`src/verilog/icache_pkg.sv`:
```
// Shared widths, line word layout and cache state encoding for the instruction fetch side.
// Taken by scoped name from the cache, the read port, the top level and the testbench.
`default_nettype none

package icache_pkg;

	// ==============================
	// address and data widths
	// ==============================
	localparam int ADDR_W = 15;	// cpu word address.
	localparam int DATA_W = 16;	// one instruction word from memory.

	// ==============================
	// line word layout
	// ==============================
	// tag in [31:17], invalid flag in [16], data in [15:0].
	localparam int LINE_W       = 32;	// full line word in the block ram.
	localparam int LINE_TAG_LSB = 17;	// lowest tag bit.
	localparam int LINE_INV_BIT = 16;	// set means the line holds nothing.

	// ==============================
	// cache state encoding
	// ==============================
	typedef enum logic [1:0] {
		st_init            = 2'd0,	// one cycle after reset.
		st_invalidate      = 2'd1,	// sweep writes one line per cycle.
		st_invalidate_done = 2'd2,	// done pulse.
		st_execute         = 2'd3	// normal lookups and fills.
	} cache_state_t;

endpackage

`default_nettype wire
```
`src/verilog/memory_read_port.sv`:
```
// Turns cache misses into read requests toward the memory arbiter under credit flow control.
// Tracks pending addresses so each miss is requested once and passes responses on as fills.
`timescale 1ns/10ps
`default_nettype none

module memory_read_port #(
	parameter int MAX_CREDITS = 4	// requests the memory accepts at once.
) (
	input  logic                          CLK,
	input  logic                          RSTb,

	// cache side.
	input  logic                          miss_req,
	input  logic [icache_pkg::ADDR_W-1:0] miss_address,
	output logic                          fill_valid,
	output logic [icache_pkg::ADDR_W-1:0] fill_address,
	output logic [icache_pkg::DATA_W-1:0] fill_data,

	// memory side.
	output logic                          mem_rd_req,	// one request per high cycle.
	output logic [icache_pkg::ADDR_W-1:0] mem_address,
	input  logic                          mem_credit_return,	// one credit back per pulse.
	input  logic                          mem_success,	// response strobe.
	input  logic [icache_pkg::ADDR_W-1:0] mem_requested_address,
	input  logic [icache_pkg::DATA_W-1:0] mem_data
);

	localparam int CRED_W = $clog2(MAX_CREDITS + 1);

	// ==============================
	// declarations
	// ==============================
	logic [CRED_W-1:0]             credits;	// free credits.
	logic [MAX_CREDITS-1:0]        pend_valid;	// one bit per outstanding request.
	logic [icache_pkg::ADDR_W-1:0] pend_addr [MAX_CREDITS];	// address of each request.
	logic [MAX_CREDITS-1:0]        pend_hit;	// miss address already outstanding.
	logic [MAX_CREDITS-1:0]        resp_hit;	// entry matching the response.
	logic [MAX_CREDITS-1:0]        alloc;	// lowest free entry, one-hot.

	logic                          last_fill_valid;	// a fill was written at the last edge.
	logic [icache_pkg::ADDR_W-1:0] last_fill_address;
	logic                          recent_fill;	// lookup still shows the pre-fill line.
	logic                          issue;

	// ==============================
	// request decision
	// ==============================
	always_comb begin
		for (int i = 0; i < MAX_CREDITS; i++) begin
			pend_hit[i] = pend_valid[i] && (pend_addr[i] == miss_address);
			resp_hit[i] = pend_valid[i] && (pend_addr[i] == mem_requested_address);
		end
	end

	assign alloc = ~pend_valid & (pend_valid + 1'b1);	// lowest zero bit.

	// the line read at the fill edge is stale for one cycle, so skip that miss.
	assign recent_fill = last_fill_valid && (last_fill_address == miss_address);

	assign issue = miss_req && !(|pend_hit) && !recent_fill && (credits != '0) && (|alloc);

	// ==============================
	// control state
	// ==============================
	always_ff @(posedge CLK) begin
		if (!RSTb) begin
			credits         <= CRED_W'(MAX_CREDITS);
			pend_valid      <= '0;
			mem_rd_req      <= 1'b0;
			last_fill_valid <= 1'b0;
		end else begin
			credits         <= credits - CRED_W'(issue) + CRED_W'(mem_credit_return);
			mem_rd_req      <= issue;	// registered, so the entry is pending when it shows.
			last_fill_valid <= mem_success;
			for (int i = 0; i < MAX_CREDITS; i++) begin
				if (mem_success && resp_hit[i]) begin
					pend_valid[i] <= 1'b0;	// response frees its entry.
				end
				if (issue && alloc[i]) begin
					pend_valid[i] <= 1'b1;
				end
			end
		end
	end

	// payload.
	always_ff @(posedge CLK) begin
		last_fill_address <= mem_requested_address;
		if (issue) begin
			mem_address <= miss_address;
			for (int i = 0; i < MAX_CREDITS; i++) begin
				if (alloc[i]) begin
					pend_addr[i] <= miss_address;
				end
			end
		end
	end

	// responses go to the cache untouched.
	assign fill_valid   = mem_success;
	assign fill_address = mem_requested_address;
	assign fill_data    = mem_data;

	// ==============================
	// checks
	// ==============================
	a_credit_max: assert property (@(posedge CLK) disable iff (!RSTb)
		credits <= CRED_W'(MAX_CREDITS))
		else $error("credit count above MAX_CREDITS");

	a_resp_pending: assert property (@(posedge CLK) disable iff (!RSTb)
		mem_success |-> (|resp_hit))
		else $error("memory response for an address that is not pending");

endmodule

`default_nettype wire

```
`config.mk`:
```
export PLATFORM = sky130hd
export DESIGN_NAME = memory_read_port
export DESIGN_NICKNAME = d
export VERILOG_FILES = /design/src/verilog/icache_pkg.sv /design/src/verilog/memory_read_port.sv
export SDC_FILE = /design/constraint.sdc
export NUM_CORES = 1
export LEC_CHECK = 0
export BUFFER_PORTS_ARGS = -buffer_cell sky130_fd_sc_hd__buf_2
export CAP_MARGIN = 5
export CORE_MARGIN = 2
export CORE_UTILIZATION = 45
export DETAILED_ROUTE_END_ITERATION = 12
export PLACE_DENSITY = 0.76
export SKIP_LAST_GASP = 1
export SLEW_MARGIN = 20
export SYNTH_ARGS = -nofsm -noshare
export SYNTH_HDL_FRONTEND = slang
export SYNTH_SLANG_ARGS = --single-unit
```
`constraint.sdc`:
```
create_clock -name CLK -period 11.2 [get_ports CLK]
set_clock_uncertainty 0.15 [all_clocks]
set_input_delay 0.56 -clock CLK [delete_from_list [all_inputs] [get_ports CLK]]
set_output_delay 0.56 -clock CLK [all_outputs]
set_load 0.02 [all_outputs]
```
-- After elaboration in Yosys (flattened, before gate mapping)
Memories as Yosys holds them, arrays and structs flattened.
Cells that the tools add are included.
Widths: inputs -> output; s select.
- bitwise gates (word level): 2
- muxes and demuxes: 29
- reduce and logical (&&, ||, !) cells: 33
- $add $sub $neg: 3
- eq/ne operators: 9
- operator list (operator ; count):
    $eq 15x15->1 ; 9
    $mux 15 ; 3
    $reduce_or 15->1 ; 3
    $mux 1 ; 23
    $logic_and 1x1->1 ; 21
    $reduce_bool 2->1 ; 4
    $reduce_or 4->1 ; 2
    $mux 2 ; 3
    $add 4x1->4 const B ; 1
    $and 4x4->4 ; 1
    $not 4->4 ; 1
    $add 3x1->3 ; 1
    $reduce_bool 3->1 ; 1
    $sub 3x1->3 ; 1
    $logic_not 1->1 ; 2
- bits in writable memories: 60
- flip-flop bits (word level): 39
- memories kept: 1
- memory list (memory ; depth ; width ; rd ports ; clocked after memory_dff ; write ports ; line ; text):
    pend_addr ; 4 ; 15 ; 4 ; 0 ; 1 ; memory_read_port.sv:35 ; logic [icache_pkg::ADDR_W-1:0] pend_addr [MAX_CREDITS];

-- Depth between registers and ports, before layout
Gate-level depths: netlist of run 1.
- depth in word-level cells: 14
- mapped depth: 15
- gate-level depth less buffers: 13

-- Worst setup path before layout of run 1
No wires, ideal clock.
- path kind: in2reg
- start point: input port miss_address[14] (netlist name)
- end point: register credits[2]
- library setup time: 128 ps
- arrival time: 4086 ps
- stages: 15
- setup slack: 6836 ps
- path through: buf_4 xnor2_1 nand4_1 nor4_1 or4_4 buf_6 nor3_1 ha_1 inv_1 ha_1 inv_1 fa_1 xor2_1 xnor2_1 nand2_1
- cells in the longest elaborated chain, start to end: 10
- elaborated cells on any way between the ends: 19
- those cells by class: 2 x add/sub; 5 x eq/ne; 12 x reduce/logical
- ends and longest elaborated chain (item ; line ; text):
    from (decl) ; memory_read_port.sv:14 ; input logic [icache_pkg::ADDR_W-1:0] miss_address,
    $eq 15x15->1 ; memory_read_port.sv:50 ; pend_hit[i] = pend_valid[i] && (pend_addr[i] == miss_address);
    $logic_and 1x1->1 ; memory_read_port.sv:50 ;
    $reduce_or 4->1 ; memory_read_port.sv:60 ; assign issue = miss_req && !(|pend_hit) && !recent_fill && (credits != '0) && (|alloc);
    $logic_not 1->1 ; memory_read_port.sv:60 ;
    $logic_and 1x1->1 ; memory_read_port.sv:60 ;
    $logic_and 1x1->1 (*) (3 in a row) ; memory_read_port.sv:60 ;
    net issue ; memory_read_port.sv:43 ; logic issue;
    $sub 3x1->3 (*) ; memory_read_port.sv:72 ; credits <= credits - CRED_W'(issue) + CRED_W'(mem_credit_return);
    $add 3x1->3 (*) ; memory_read_port.sv:72 ;
    to (signal assigned) ; memory_read_port.sv:67 ; credits <= CRED_W'(MAX_CREDITS);
    to (signal assigned) ; memory_read_port.sv:72 ;
    to (decl) ; memory_read_port.sv:33 ; logic [CRED_W-1:0] credits;
The timed path passes the listed nets; every way through them passes the cells marked *.
A chain may end at the register's enable or synchronous reset.

==> results of run 1 <==
report_power, final:
group / switching (W) / internal [W] / leakage, nW / total (W)
logic: 0.0000973 / 0.0000606 / 0.790 / 0.000158
clock network: 0.000118 / 0.0000814 / 0.0805 / 0.000200
registers: 0.0000228 / 0.000434 / 0.896 / 0.000457
path summary, 6_finish.rpt:
| kind | to | slack (ns) | cells past startpoint |
|---|---|---|---|
| min | last_fill_address[2] | 0.24 | 1 |
| max reg2reg | credits[2] | 7.85 | 13 |
| min reg2reg | pend_valid[2] | 0.41 | 2 |
| max | credits[2] | 7.85 | 13 |
sequential cells by signal (all words and copies together) (netlist names):
signal	cells
pend_addr	60
last_fill_address	15
credits	3
mem_address	15
last_fill_valid	1
pend_valid	4
mem_rd_req	1
logic make-up (layout without fill, tap and decap cells):
| family | after synthesis | count (layout) | synth area share |
|---|---|---|---|
| adder cells (fa/ha/maj) | 3 | 3 | 0.00917 |
| AO/OA/AOI/OAI | 5 | 5 | 0.00739 |
| XOR/XNOR | 137 | 137 | 0.244 |
| buffers and inverters | 54 | 91 | 0.0869 |
| flip-flops | 99 | 99 | 0.556 |
| AND/OR/NAND/NOR | 74 | 74 | 0.0960 |
critical path: stages, from the launching register on:
cell and delay [ns]:
edfxtp_1 0.43, xnor2_1 0.21, nand4_1 0.19, or4_1 0.67, nand2_2 0.24, nor3_2 0.08, ha_1 0.27, inv_1 0.05
ha_1 0.13, inv_1 0.05, fa_1 0.37, xor2_1 0.19, xnor2_1 0.15, nand2_1 0.06
cell type report:
type                    count  area share
inverters                   4     0.00288
clock inverters             4     0.00575
multi-input cells         219       0.338
repair buffers             71      0.0705
flip-flops and latches     99       0.524
clock buffers              12      0.0259
well taps                 140      0.0336
routing by layer:
metal | routed length, um | GRT usage
met3 | 556 | 0.0555
met2 | 5230 | 0.322
met4 | 280 | 0.0678
met5 | 0 | 0
met1 | 5240 | 0.285
placed cells by master, fill, tap and decap left out:
| cell type | instances |
|---|---|
| clkinv_4 | 2 |
| edfxtp_1 | 75 |
| or4_1 | 2 |
| xnor2_1 | 91 |
| ha_1 | 2 |
| clkbuf_1 | 3 |
| nor3_2 | 2 |
| nor2_1 | 2 |
| nand4_1 | 30 |
| nand2_1 | 6 |
| clkinvlp_4 | 1 |
| xor2_1 | 46 |
| clkinv_2 | 1 |
| nor2b_1 | 1 |
| inv_1 | 4 |
| or4_4 | 1 |
| nor4b_2 | 2 |
| dfxtp_1 | 24 |
| buf_4 | 5 |
| nor4_1 | 16 |
| nand2_2 | 1 |
| and2_1 | 3 |
| o31a_1 | 1 |
| o31ai_2 | 1 |
| o21ai_0 | 3 |
| and3_1 | 1 |
| clkbuf_8 | 9 |
| nand3_1 | 5 |
| fa_1 | 1 |
| buf_2 | 66 |
| nor4_2 | 2 |
stage by stage:
step | util | total power (W)
3_3_place_gp | 0.470 | 0.000621
4_1_cts | 0.486 | 0.000823
6_report | 0.486 | 0.000814
3_5_place_dp | 0.470 | 0.000625
5_1_grt | 0.486 | 0.000853
2_1_floorplan | - | 0.000576
==> results by group, run 1 <==
Status
  – Status: complete, no violations

Global route
  – Grt ovf: 0
  – Total Routing Usage GR: 0.208
  – Pin count of the biggest net entering global routing: 17
  – First-pass GRT wire length: 17200 um
  – Initial antenna violation count: 0
  – Vias in the first global route: 2901

Logic synthesis
  – Post-synth top cells: 91 x xnor2_1, 75 x edfxtp_1, 46 x xor2_1, 37 x buf_4, 30 x nand4_1
  – Syn Inst Count: around 370
  – Ys flop type: edfxtp_1
  – Syn_nets: 426
  – YS warnings: 0
  – Synth unique cells: 28
  – Dominant cell type by area after synthesis: edfxtp_1
  – Most numerous cell in the Yosys netlist: xnor2_1
  – Syn Area/Cell: between 10 and 15 um^2
  – Ys async rst share: 0
  – Synthesized area: 0.00491 mm^2
  – Register area share after synthesis: 0.556
  – EDFF count, synth: 75
  – Largest cells by area after synthesis: edfxtp_1 46%, xnor2_1 16%, dfxtp_1 9.8%
  – Yosys top cell area share: 0.458
  – Number of synthesized register bits: slightly below 100

Pwr
  – Leakage: 1.77 nW
  – VDD IR max: between 100 and 150 uV
  – Cell Pwr Density: 156 mW/mm^2

Layout
  – Nets: 458
  – Multi-input logic area: 0.00176 mm^2
  – Fillers: slightly below 1000
  – Synth-to-Final Area Change: 6.24%
  – Final Instance Area: 0.00522 mm^2
  – Reg area: 0.00273 mm^2
  – Ratio of cells with drive above 1 in the final layout: 0.227
  – Final antenna diode count: 0
  – Finished Layout Cells: 549

Critical path
  – R2r startpoint: pend_addr[0][7]
  – Critical path origin: pend_addr[0][7]
  – Crit path capture type: register
  – Crit path DAT: 3.47 ns
  – Crit-path max FO: 7
  – Worst setup SP type: register
  – WS Path Type: register to register
  – Worst Path Required: between 10 and 15 ns

Clock network
  – # H-tree levels: 3
  – Clock Path Buffers: 2
  – CTS tree: yes
  – Clock sink count: 99
  – Postcts setup bufs: 0
  – CTS Buf Count: 9
  – Clock-pin slew on the worst setup and hold paths: 0.09 ns
  – Worst-Skew Late Latency: roughly 0.38 ns
  – Cts hold-fix bufs: 0
  – Clk root buf: clkbuf_8
  – Cts repair resizes: 0

Job
  – MaxCap Viol Count: 0

Placed design
  – DP Worst Slack: 7.53 ns
  – Buffers on Ports: 66
  – Dpl cells: 533
  – Routability cong.: 0.940
  – Area after DPL: 0.00505 mm^2
  – DP HPWL: 8290 um

Routing
  – Drt drc: 0
  – 1st-pass router iterations: 8
  – Routed WL: 11300 um
  – Via count: approximately 2800
  – Antenna viol nets, final: 0
  – Routed WL per cell: 20.6 um
  – Via/cell ratio: 5.17
  – DRT iter0 DRCs: 188

Floorplanning
  – Io pins: 99
  – Starting density of the core: 0.457
  – Die ar.: 0.0118 mm^2
  – Core footprint: about 0.011 mm^2
  – Row Count: 38
  – Die height: between 100 and 150 um
  – Horiz. Die Dim: 108 um

STA
  – Relative slew slack: 0.664
  – Post-layout min period: 3.35 ns
  – Fin worst setup slack: 7.85 ns
  – Fmax: 298 MHz
  – Tcrit/Tclk final: 0.299
  – Final setup fails: 0
  – RSZ-0062 raised after global routing: no
  – Pins Over Slew Limit: 0
  – Worst slew pin tran: approximately 0.50 ns
  – Final setup TNS: 0 ns
  – Final Hold Fails: 0
  – Hold WS: 0.239 ns

Min path
  – Hold Crit Start: mem_requested_address[2]
  – Hold Path Class: input port to register
No activity file was read; power rests on OpenSTA's default activity.
==> run 2, diff against run 1 <==
==> constraint.sdc (replaced) <==
create_clock -name CLK -period 3.15 [get_ports CLK]
set_clock_uncertainty 0.15 [all_clocks]
set_input_delay 0.1575 -clock CLK [delete_from_list [all_inputs] [get_ports CLK]]
set_output_delay 0.1575 -clock CLK [all_outputs]
set_load 0.02 [all_outputs]
==> run 2 against run 1 <==
  * Total power grew to 3.7 times the previous value
  * Sequential share of layout area is 5.2 points lower
  * First-iteration DRC count is 5.9% higher
  * Cell count is 8.9% higher
  * Register-to-register slack worse by 7.8 ns
  * Sequential power grew to 3.6 times the previous value
  * Non-clock buffer count is 49 higher
  * Count of clock-buffer cells in the layout stayed put
  * Flip-flop and latch count stayed put
  * Largest power group unchanged
==> results by group, run 2 (same netlist as run 1, synthesis figures left out) <==
Status
  – Status: complete, no violations (unchanged)

Critical path
  – WS Path Type: register to register (unchanged)
  – Internal reg-to-reg setup slack: 0.05 ns (was 7.85 ns)
  – Worst path cell trace: xnor2_1 > nand4_1 > or4_4 > nand2_4 > nor3_4 > ha_1 > inv_1 > ha_2 > inv_2 > fa_2 > xor2_2 > xnor2_1 > nand2_1 (was xnor2_1 > nand4_1 > or4_1 > nand2_2 > nor3_2 > ha_1 > inv_1 > ha_1 > inv_1 > fa_1 > xor2_1 > xnor2_1 > nand2_1)
  – Cell mode on critical path: xnor2_1
  – R2r startpoint: pend_addr[0][14] (was pend_addr[0][7])
  – Crit path DAT: 3.21 ns (was 3.47 ns)
  – Critical path origin: pend_addr[0][14] (was pend_addr[0][7])
  – Worst Path Required: 3.26 ns (was 11.32 ns)
  – Largest stage delay on the critical path: 0.63 ns (was 0.67 ns)
  – Top delay family on crit path: simple AND/OR/NAND/NOR gates (unchanged)
  – CP Depth: 13 (unchanged)
  – Crit-path max FO: 4 (was 7)
  – Critical-path top delay cell: or4_4 (was or4_1)
  – Crit path capture type: register (unchanged)
  – WP buf/inv: 2 (unchanged)
  – Worst setup SP type: register (unchanged)
  – Register-to-Register Path Depth: 13 (unchanged)
  – FF-to-FF End: credits[2] (unchanged)
  – CP endpoint: credits[2] (unchanged)

Layout
  – Most common cell after layout, fill and taps aside: xnor2_1 (unchanged)
  – Most frequent cells in the layout: 83 x xnor2_1, 75 x edfxtp_1, 63 x buf_2 (was 91 x xnor2_1, 75 x edfxtp_1, 66 x buf_2)
  – Ratio of cells with drive above 1 in the final layout: 0.282 (was 0.227)
  – Finished Layout Cells: 598 (was 549)
  – Largest regs: pend_addr: 60 flops, last_fill_address: 15 flops, mem_address: 15 flops (unchanged)
  – Final antenna diode count: 0 (unchanged)
  – Nets: 507 (was 458)
  – Synth-to-Final Area Change: 18.1% (was 6.24%)
  – Top reg by flops: pend_addr (unchanged)
  – Max reg flops: 60 (unchanged)

Floorplanning
  – Horiz. Die Dim: 108 um (unchanged)
  – Die ar.: 0.0118 mm^2 (unchanged)
  – Die height: 108 um (unchanged)
  – Starting density of the core: 0.457 (unchanged)
  – Io pins: 99 (unchanged)
  – Core footprint: 0.0107 mm^2 (unchanged)
  – Row Count: 38 (unchanged)

STA
  – Final setup fails: 0 (unchanged)
  – Fmax: 322 MHz (was 298 MHz)
  – Tcrit/Tclk final: 0.985 (was 0.299)
  – Pins Over Slew Limit: 0 (unchanged)
  – Post-layout min period: 3.10 ns (was 3.35 ns)
  – Hold WS: 0.00912 ns (was 0.239 ns)
  – Fin worst setup slack: 0.0487 ns (was 7.85 ns)
  – Final Hold Fails: 0 (unchanged)
  – Final setup TNS: 0 ns (unchanged)
  – Worst slew pin tran: 0.519 ns (was 0.499 ns)
  – RSZ-0062 raised after global routing: yes (was no)
  – Relative slew slack: 0.651 (was 0.664)

Routing
  – Via count: 3097 (was 2836)
  – Antenna viol nets, final: 0 (unchanged)
  – Routed WL: 12200 um (was 11300 um)
  – DRT iter0 DRCs: 199 (was 188)
  – Drt drc: 0 (unchanged)
  – Routed WL per cell: 20.5 um (was 20.6 um)
  – Via/cell ratio: 5.18 (was 5.17)
  – 1st-pass router iterations: 4 (was 8)

Min path
  – Hold Path Class: input port to register (unchanged)
  – Hold Crit Start: miss_address[2] (was mem_requested_address[2])

Global route
  – Grt ovf: 0 (unchanged)
  – Vias in the first global route: 3072 (was 2901)
  – Initial antenna violation count: 0 (unchanged)
  – Pin count of the biggest net entering global routing: 16 (was 17)
  – First-pass GRT wire length: 17900 um (was 17200 um)
  – Total Routing Usage GR: 0.214 (was 0.208)
  – Busiest grt layer: met2 (unchanged)
  – Met1 Usage GRT: 0.288 (was 0.285)
  – M2 GR Usage: 0.334 (was 0.322)
  – Grt met3 use: 0.0446 (was 0.0555)

Clock network
  – # H-tree levels: 3 (unchanged)
  – Clock-pin slew on the worst setup and hold paths: 0.09 ns (about the same)
  – Clock sink count: 99 (unchanged)
  – Clk root buf: clkbuf_8 (unchanged)
  – CTS tree: yes (unchanged)
  – Worst-Skew Late Latency: 0.38 ns (about the same)
  – Clock Path Buffers: 2 (unchanged)
  – CTS Buf Count: 9 (unchanged)

Pwr
  – Leakage: 2.10 nW (was 1.77 nW)
  – VDD IR max: 253 uV (was 104 uV)
  – Total power: 0.00304 W (was 0.000814 W)
  – Cell Pwr Density: 525 mW/mm^2 (was 156 mW/mm^2)

Placed design
  – DP HPWL: 8280 um (was 8290 um)
  – Routability cong.: 0.958 (was 0.940)
  – DP Worst Slack: -0.0400 ns (was 7.53 ns)
  – Dpl cells: 537 (was 533)
  – Buffers on Ports: 66 (unchanged)

Job
  – MaxCap Viol Count: 0 (unchanged)
## run 2: changes by cell type in the layout (fill, tap and decap cells not counted), moves of 2 or more
cell and delta:
dlygate4sd3_1 +23, buf_2 -3, xnor2_2 +8, clkinv_2 +2, buf_4 +17, buf_6 +5, xnor2_1 -8, clkbuf_2 +2
dlymetal6s4s_1 +5
## run 2: how the worst min path moves through the flow
stage,end,cells past startpoint
finish,pend_addr[1][2],1
global route,pend_addr[3][7],1
CTS,mem_address[6],1
detailed placement,fill_data[15],0
global placement,fill_data[15],0
floorplan,last_fill_address[0],0
## run 2: layout make-up
type / instances / area, um^2
Inverter: 4 / 15.0
Tap cell: 140 / 175
Sequential cell: 99 / 2730
Timing Repair Buffer: 120 / 840
Multi-Input combinational cell: 219 / 1860
Fill cell: 940 / 4950
Clock inverter: 4 / 23.8
Clock buffer: 12 / 156
## run 2: through the flow
| stage | instance area, um^2 | utilization |
|---|---|---|
| 2_1_floorplan | 4920 | - |
| 3_3_place_gp | 5090 | 0.474 |
| 3_5_place_dp | 5090 | 0.474 |
| 4_1_cts | 5560 | 0.517 |
| 5_1_grt | 5800 | 0.540 |
| 6_report | 5800 | 0.540 |
## run 2: where the power goes
| part | internal (W) | switching [W] |
|---|---|---|
| registers | 0.00154 | 0.0000850 |
| clock network | 0.000334 | 0.000434 |
| logic | 0.000285 | 0.000361 |
## run 2: routing by layer
metal | wire length [um] | up-vias
met5 | 0 | -
li1 | - | 1437
met1 | 5290 | 1522
met3 | 734 | 26
met2 | 5830 | 112
met4 | 379 | 0
## run 2: worst register-to-register path: stages, from the launching register on
cell and delay [ns]:
edfxtp_1 0.43, xnor2_1 0.16, nand4_1 0.16, or4_4 0.63, nand2_4 0.10, nor3_4 0.04, ha_1 0.30, inv_1 0.06
ha_2 0.16, inv_2 0.04, fa_2 0.36, xor2_2 0.16, xnor2_1 0.17, nand2_1 0.08
## run 2: what timing repair did
item	in CTS	in global routing
pin swaps	0	21
cloned	0	2
endpoints found under the setup margin	1	1
setup buffers	0	15
hold buffers	27	1
hold endpoints to repair	59	2
gates resized for setup	3	32
==> run 3, diff against run 2 <==
--- a/config.mk
+++ b/config.mk
@@ -5,12 +5,13 @@
 export SDC_FILE = /design/constraint.sdc
 export NUM_CORES = 1
 export LEC_CHECK = 0
-export BUFFER_PORTS_ARGS = -buffer_cell sky130_fd_sc_hd__buf_2
+export ABC_AREA = 1
 export CAP_MARGIN = 5
 export CORE_MARGIN = 2
 export CORE_UTILIZATION = 45
 export DETAILED_ROUTE_END_ITERATION = 12
-export PLACE_DENSITY = 0.76
+export DONT_BUFFER_PORTS = 1
+export PLACE_DENSITY = 0.69
 export SKIP_LAST_GASP = 1
 export SLEW_MARGIN = 20
 export SYNTH_ARGS = -nofsm -noshare
==> run 3 against run 2 <==
  * Worst hold slack better by 0.062 ns
  * Combinational power down 21%
  * First-iteration DRC count rose to 2.8 times the previous value
  * Utilization down 2.6 points
  * Sequential share of layout area down 0.70 points
  * Critical endpoint unchanged
  * Highest routed layer unchanged
==> results by group, run 3 <==
Layout
  – Multi-input logic area: 0.00192 mm^2 (was 0.00186 mm^2)
  – Largest regs: pend_addr: 60 flops, last_fill_address: 15 flops, mem_address: 15 flops (unchanged)
  – Most common cell after layout, fill and taps aside: nand2_1 (was xnor2_1)
  – Nets: 736 (was 507)
  – Top reg by flops: pend_addr (unchanged)
  – Fillers: 1085 (was 940)
  – Reg area: 0.00273 mm^2 (unchanged)
  – Most frequent cells in the layout: 231 x nand2_1, 96 x inv_1, 83 x nor2_1 (was 83 x xnor2_1, 75 x edfxtp_1, 63 x buf_2)
  – Final Instance Area: 0.00589 mm^2 (was 0.00580 mm^2)
  – Max reg flops: 60 (unchanged)
  – Finished Layout Cells: 831 (was 598)
  – Synth-to-Final Area Change: 10.4% (was 18.1%)
  – Ratio of cells with drive above 1 in the final layout: 0.0611 (was 0.282)

STA
  – Post-layout min period: 2.80 ns (was 3.10 ns)
  – Tcrit/Tclk final: 0.890 (was 0.985)
  – Final Hold Fails: 0 (unchanged)
  – Final setup TNS: 0 ns (unchanged)
  – RSZ-0062 raised after global routing: no (was yes)
  – Fin worst setup slack: 0.348 ns (was 0.0487 ns)
  – Relative slew slack: 0.498 (was 0.651)
  – Pins Over Slew Limit: 0 (unchanged)
  – Fmax: 357 MHz (was 322 MHz)
  – Final setup fails: 0 (unchanged)
  – Worst slew pin tran: 0.752 ns (was 0.519 ns)

Clock network
  – Postcts setup bufs: 0 (unchanged)
  – CTS tree: yes (unchanged)
  – Clock-pin slew on the worst setup and hold paths: 0.07 ns (was 0.09 ns)
  – Clk root buf: clkbuf_16 (was clkbuf_8)
  – Clock sink count: 99 (unchanged)
  – # H-tree levels: 3 (unchanged)
  – CTS Buf Count: 9 (unchanged)
  – Worst-Skew Late Latency: 0.36 ns (was 0.38 ns)
  – Cts repair resizes: 0 (was 3)
  – Clock Path Buffers: 2 (unchanged)

Logic synthesis
  – Syn Area/Cell: 7.96 um^2 (was 13.2 um^2)
  – Dominant cell type by area after synthesis: edfxtp_1 (unchanged)
  – Post-Synth Simple-Gate Area: 0.239 (was 0.0960)
  – Most numerous cell in the Yosys netlist: nand2_1 (was xnor2_1)
  – Yosys top cell area share: 0.423 (was 0.458)
  – Syn_nets: 724 (was 426)
  – Synthesized area: 0.00533 mm^2 (was 0.00491 mm^2)
  – Largest family of logic cells by synthesized area: simple AND/OR/NAND/NOR gates (was XOR/XNOR gates)
  – YS warnings: 0 (unchanged)
  – Register area share after synthesis: 0.513 (was 0.556)
  – Number of synthesized register bits: 99 (unchanged)
  – Post-synth top cells: 231 x nand2_1, 96 x inv_1, 83 x nor2_1, 75 x edfxtp_1, 33 x buf_4 (was 91 x xnor2_1, 75 x edfxtp_1, 46 x xor2_1, 37 x buf_4, 30 x nand4_1)
  – Ys flop type: edfxtp_1 (unchanged)
  – Syn Inst Count: 670 (was 372)
  – Synth Area in Compound Gates: 0.0869 (was 0.00739)
  – Ys async rst share: 0 (unchanged)
  – EDFF count, synth: 75 (unchanged)
  – Synth Area in XOR/XNOR: 0.0246 (was 0.244)
  – Fraction of synthesized area in multiplexers: 0 (unchanged)
  – Largest cells by area after synthesis: edfxtp_1 42%, nand2_1 16%, dfxtp_1 9.0% (was edfxtp_1 46%, xnor2_1 16%, dfxtp_1 9.8%)
  – Synth Area in Adders: 0.00845 (was 0.00917)
  – Synth unique cells: 30 (was 28)

Global route
  – M2 GR Usage: 0.456 (was 0.334)
  – Vias in the first global route: 4502 (was 3072)
  – Busiest grt layer: met2 (unchanged)
  – Pin count of the biggest net entering global routing: 17 (was 16)
  – Met1 Usage GRT: 0.398 (was 0.288)
  – First-pass GRT wire length: 27200 um (was 17900 um)
  – Total Routing Usage GR: 0.295 (was 0.214)
  – Grt ovf: 0 (unchanged)
  – Grt met3 use: 0.0541 (was 0.0446)
  – Initial antenna violation count: 0 (unchanged)

Routing
  – Antenna viol nets, final: 0 (unchanged)
  – Routed WL: 18200 um (was 12200 um)
  – 1st-pass router iterations: 5 (was 4)
  – DRT iter0 DRCs: 562 (was 199)
  – Via/cell ratio: 5.59 (was 5.18)
  – Routed WL per cell: 21.9 um (was 20.5 um)
  – Drt drc: 0 (unchanged)
  – Via count: 4647 (was 3097)

Critical path
  – Worst setup SP type: register (unchanged)
  – WS Path Type: register to register (unchanged)
  – Worst Path Required: 3.23 ns (was 3.26 ns)
  – Largest stage delay on the critical path: 0.45 ns (was 0.63 ns)
  – Top delay family on crit path: adder cells (was simple AND/OR/NAND/NOR gates)
  – Critical-path top delay cell: edfxtp_1 (was or4_4)
  – Crit-path max FO: 5 (was 4)
  – Crit path capture type: register (unchanged)
  – Cell mode on critical path: inv_1 (was xnor2_1)
  – WP buf/inv: 4 (was 2)
  – Worst path cell trace: o21ai_1 > nor2_1 > nand2_1 > nor2_1 > a21oi_2 > nand3_1 > inv_1 > ha_1 > inv_1 > ha_1 > inv_1 > fa_1 > inv_1 > or2_2 > nand3_1 (was xnor2_1 > nand4_1 > or4_4 > nand2_4 > nor3_4 > ha_1 > inv_1 > ha_2 > inv_2 > fa_2 > xor2_2 > xnor2_1 > nand2_1)
  – Crit path DAT: 2.88 ns (was 3.21 ns)

Floorplanning
  – Starting density of the core: 0.465 (was 0.457)
  – Io pins: 99 (unchanged)
  – Die ar.: 0.0127 mm^2 (was 0.0118 mm^2)
  – Horiz. Die Dim: 113 um (was 108 um)
  – Core footprint: 0.0115 mm^2 (was 0.0107 mm^2)
  – Die height: 113 um (was 108 um)
  – Row Count: 39 (was 38)

Placed design
  – DP Worst Slack: 0.446 ns (was -0.0400 ns)
  – Area after DPL: 0.00527 mm^2 (was 0.00509 mm^2)
  – DP HPWL: 12700 um (was 8280 um)
  – Buffers on Ports: 0 (was 66)
  – Dpl cells: 780 (was 537)
  – Routability cong.: 1.03 (was 0.958)

Job
  – MaxCap Viol Count: 0 (unchanged)

Pwr
  – VDD IR max: 437 uV (was 253 uV)
  – Cell Pwr Density: 543 mW/mm^2 (was 525 mW/mm^2)
  – Leakage: 2.66 nW (was 2.10 nW)

Status
  – Status: complete, no violations (unchanged)

Min path
  – Hold Path Class: input port to register (unchanged)
run 3: cell types whose count changed after synthesis, moves of 7 or more:
cell,before,now
inv_1,4,96
nor2_1,2,83
a21oi_1,0,8
xnor2_1,91,8
o2111ai_1,0,7
inv_2,0,15
o22ai_1,0,28
nand2_1,6,231
nand4_1,30,5
nor4_1,16,0
o21ai_1,0,14
xor2_1,46,7
buf_6,10,0
o21ai_0,3,10
run 3: worst paths after layout:
check | startpoint | end | slack [ns] | depth (start not counted)
max reg2reg | pend_addr[2][13] | credits[2] | 0.35 | 15
min reg2reg | pend_valid[3] | pend_valid[3] | 0.37 | 2
max | pend_addr[2][13] | credits[2] | 0.35 | 15
min | mem_requested_address[8] | pend_valid[0] | 0.07 | 6
run 3: what timing repair did:
action / in CTS / in global routing
setup endpoints to repair: 0 / 0
hold buffers: 34 / 0
hold endpoints to repair: 99 / 0
run 3: layout make-up:
type                    instances  area share
clock buffers                   9      0.0383
repair buffers                 38      0.0629
well taps                     143      0.0304
clock inverters                 7     0.00765
flip-flops and latches         99       0.464
inverters                     111      0.0708
multi-input cells             423       0.325
diodes                          1    0.000425
run 3: tightest hold or removal path, stage by stage:
cell and delay (ns):
xnor2_1 0.06, nand4_1 0.07, nor2_1 0.04, nand2_1 0.05
nand2_1 0.05, a21oi_1 0.11
run 3: cell families after synthesis:
kind of cell / count (synthesis)
xor+xnor: 15
fa+ha+maj: 3
flops: 99
compound gates: 75
buf+inv: 148
simple gates: 330
run 3: per-layer routing:
layer	vias to the layer above	wire, um
li1	2123	-
met1	2174	7620
met2	294	8050
met3	56	1700
met4	0	797
met5	-	0
run 3: stage by stage:
| stage | total power (W) | utilization | hold WS (ns) |
|---|---|---|---|
| after floorplan | 0.00204 | - | 0.0352 |
| after global placement | 0.00213 | 0.460 | 0.0356 |
| after detailed placement | 0.00213 | 0.460 | 0.0359 |
| after CTS | 0.00320 | 0.513 | 0.0534 |
| after global routing | 0.00332 | 0.513 | 0.104 |
| final | 0.00320 | 0.513 | 0.0715 |
run 3: report_power, final:
group	leakage, nW	switching, W	internal [W]
sequential	0.895	0.000120	0.00155
clock	0.125	0.000492	0.000531
combinational	1.64	0.000326	0.000182
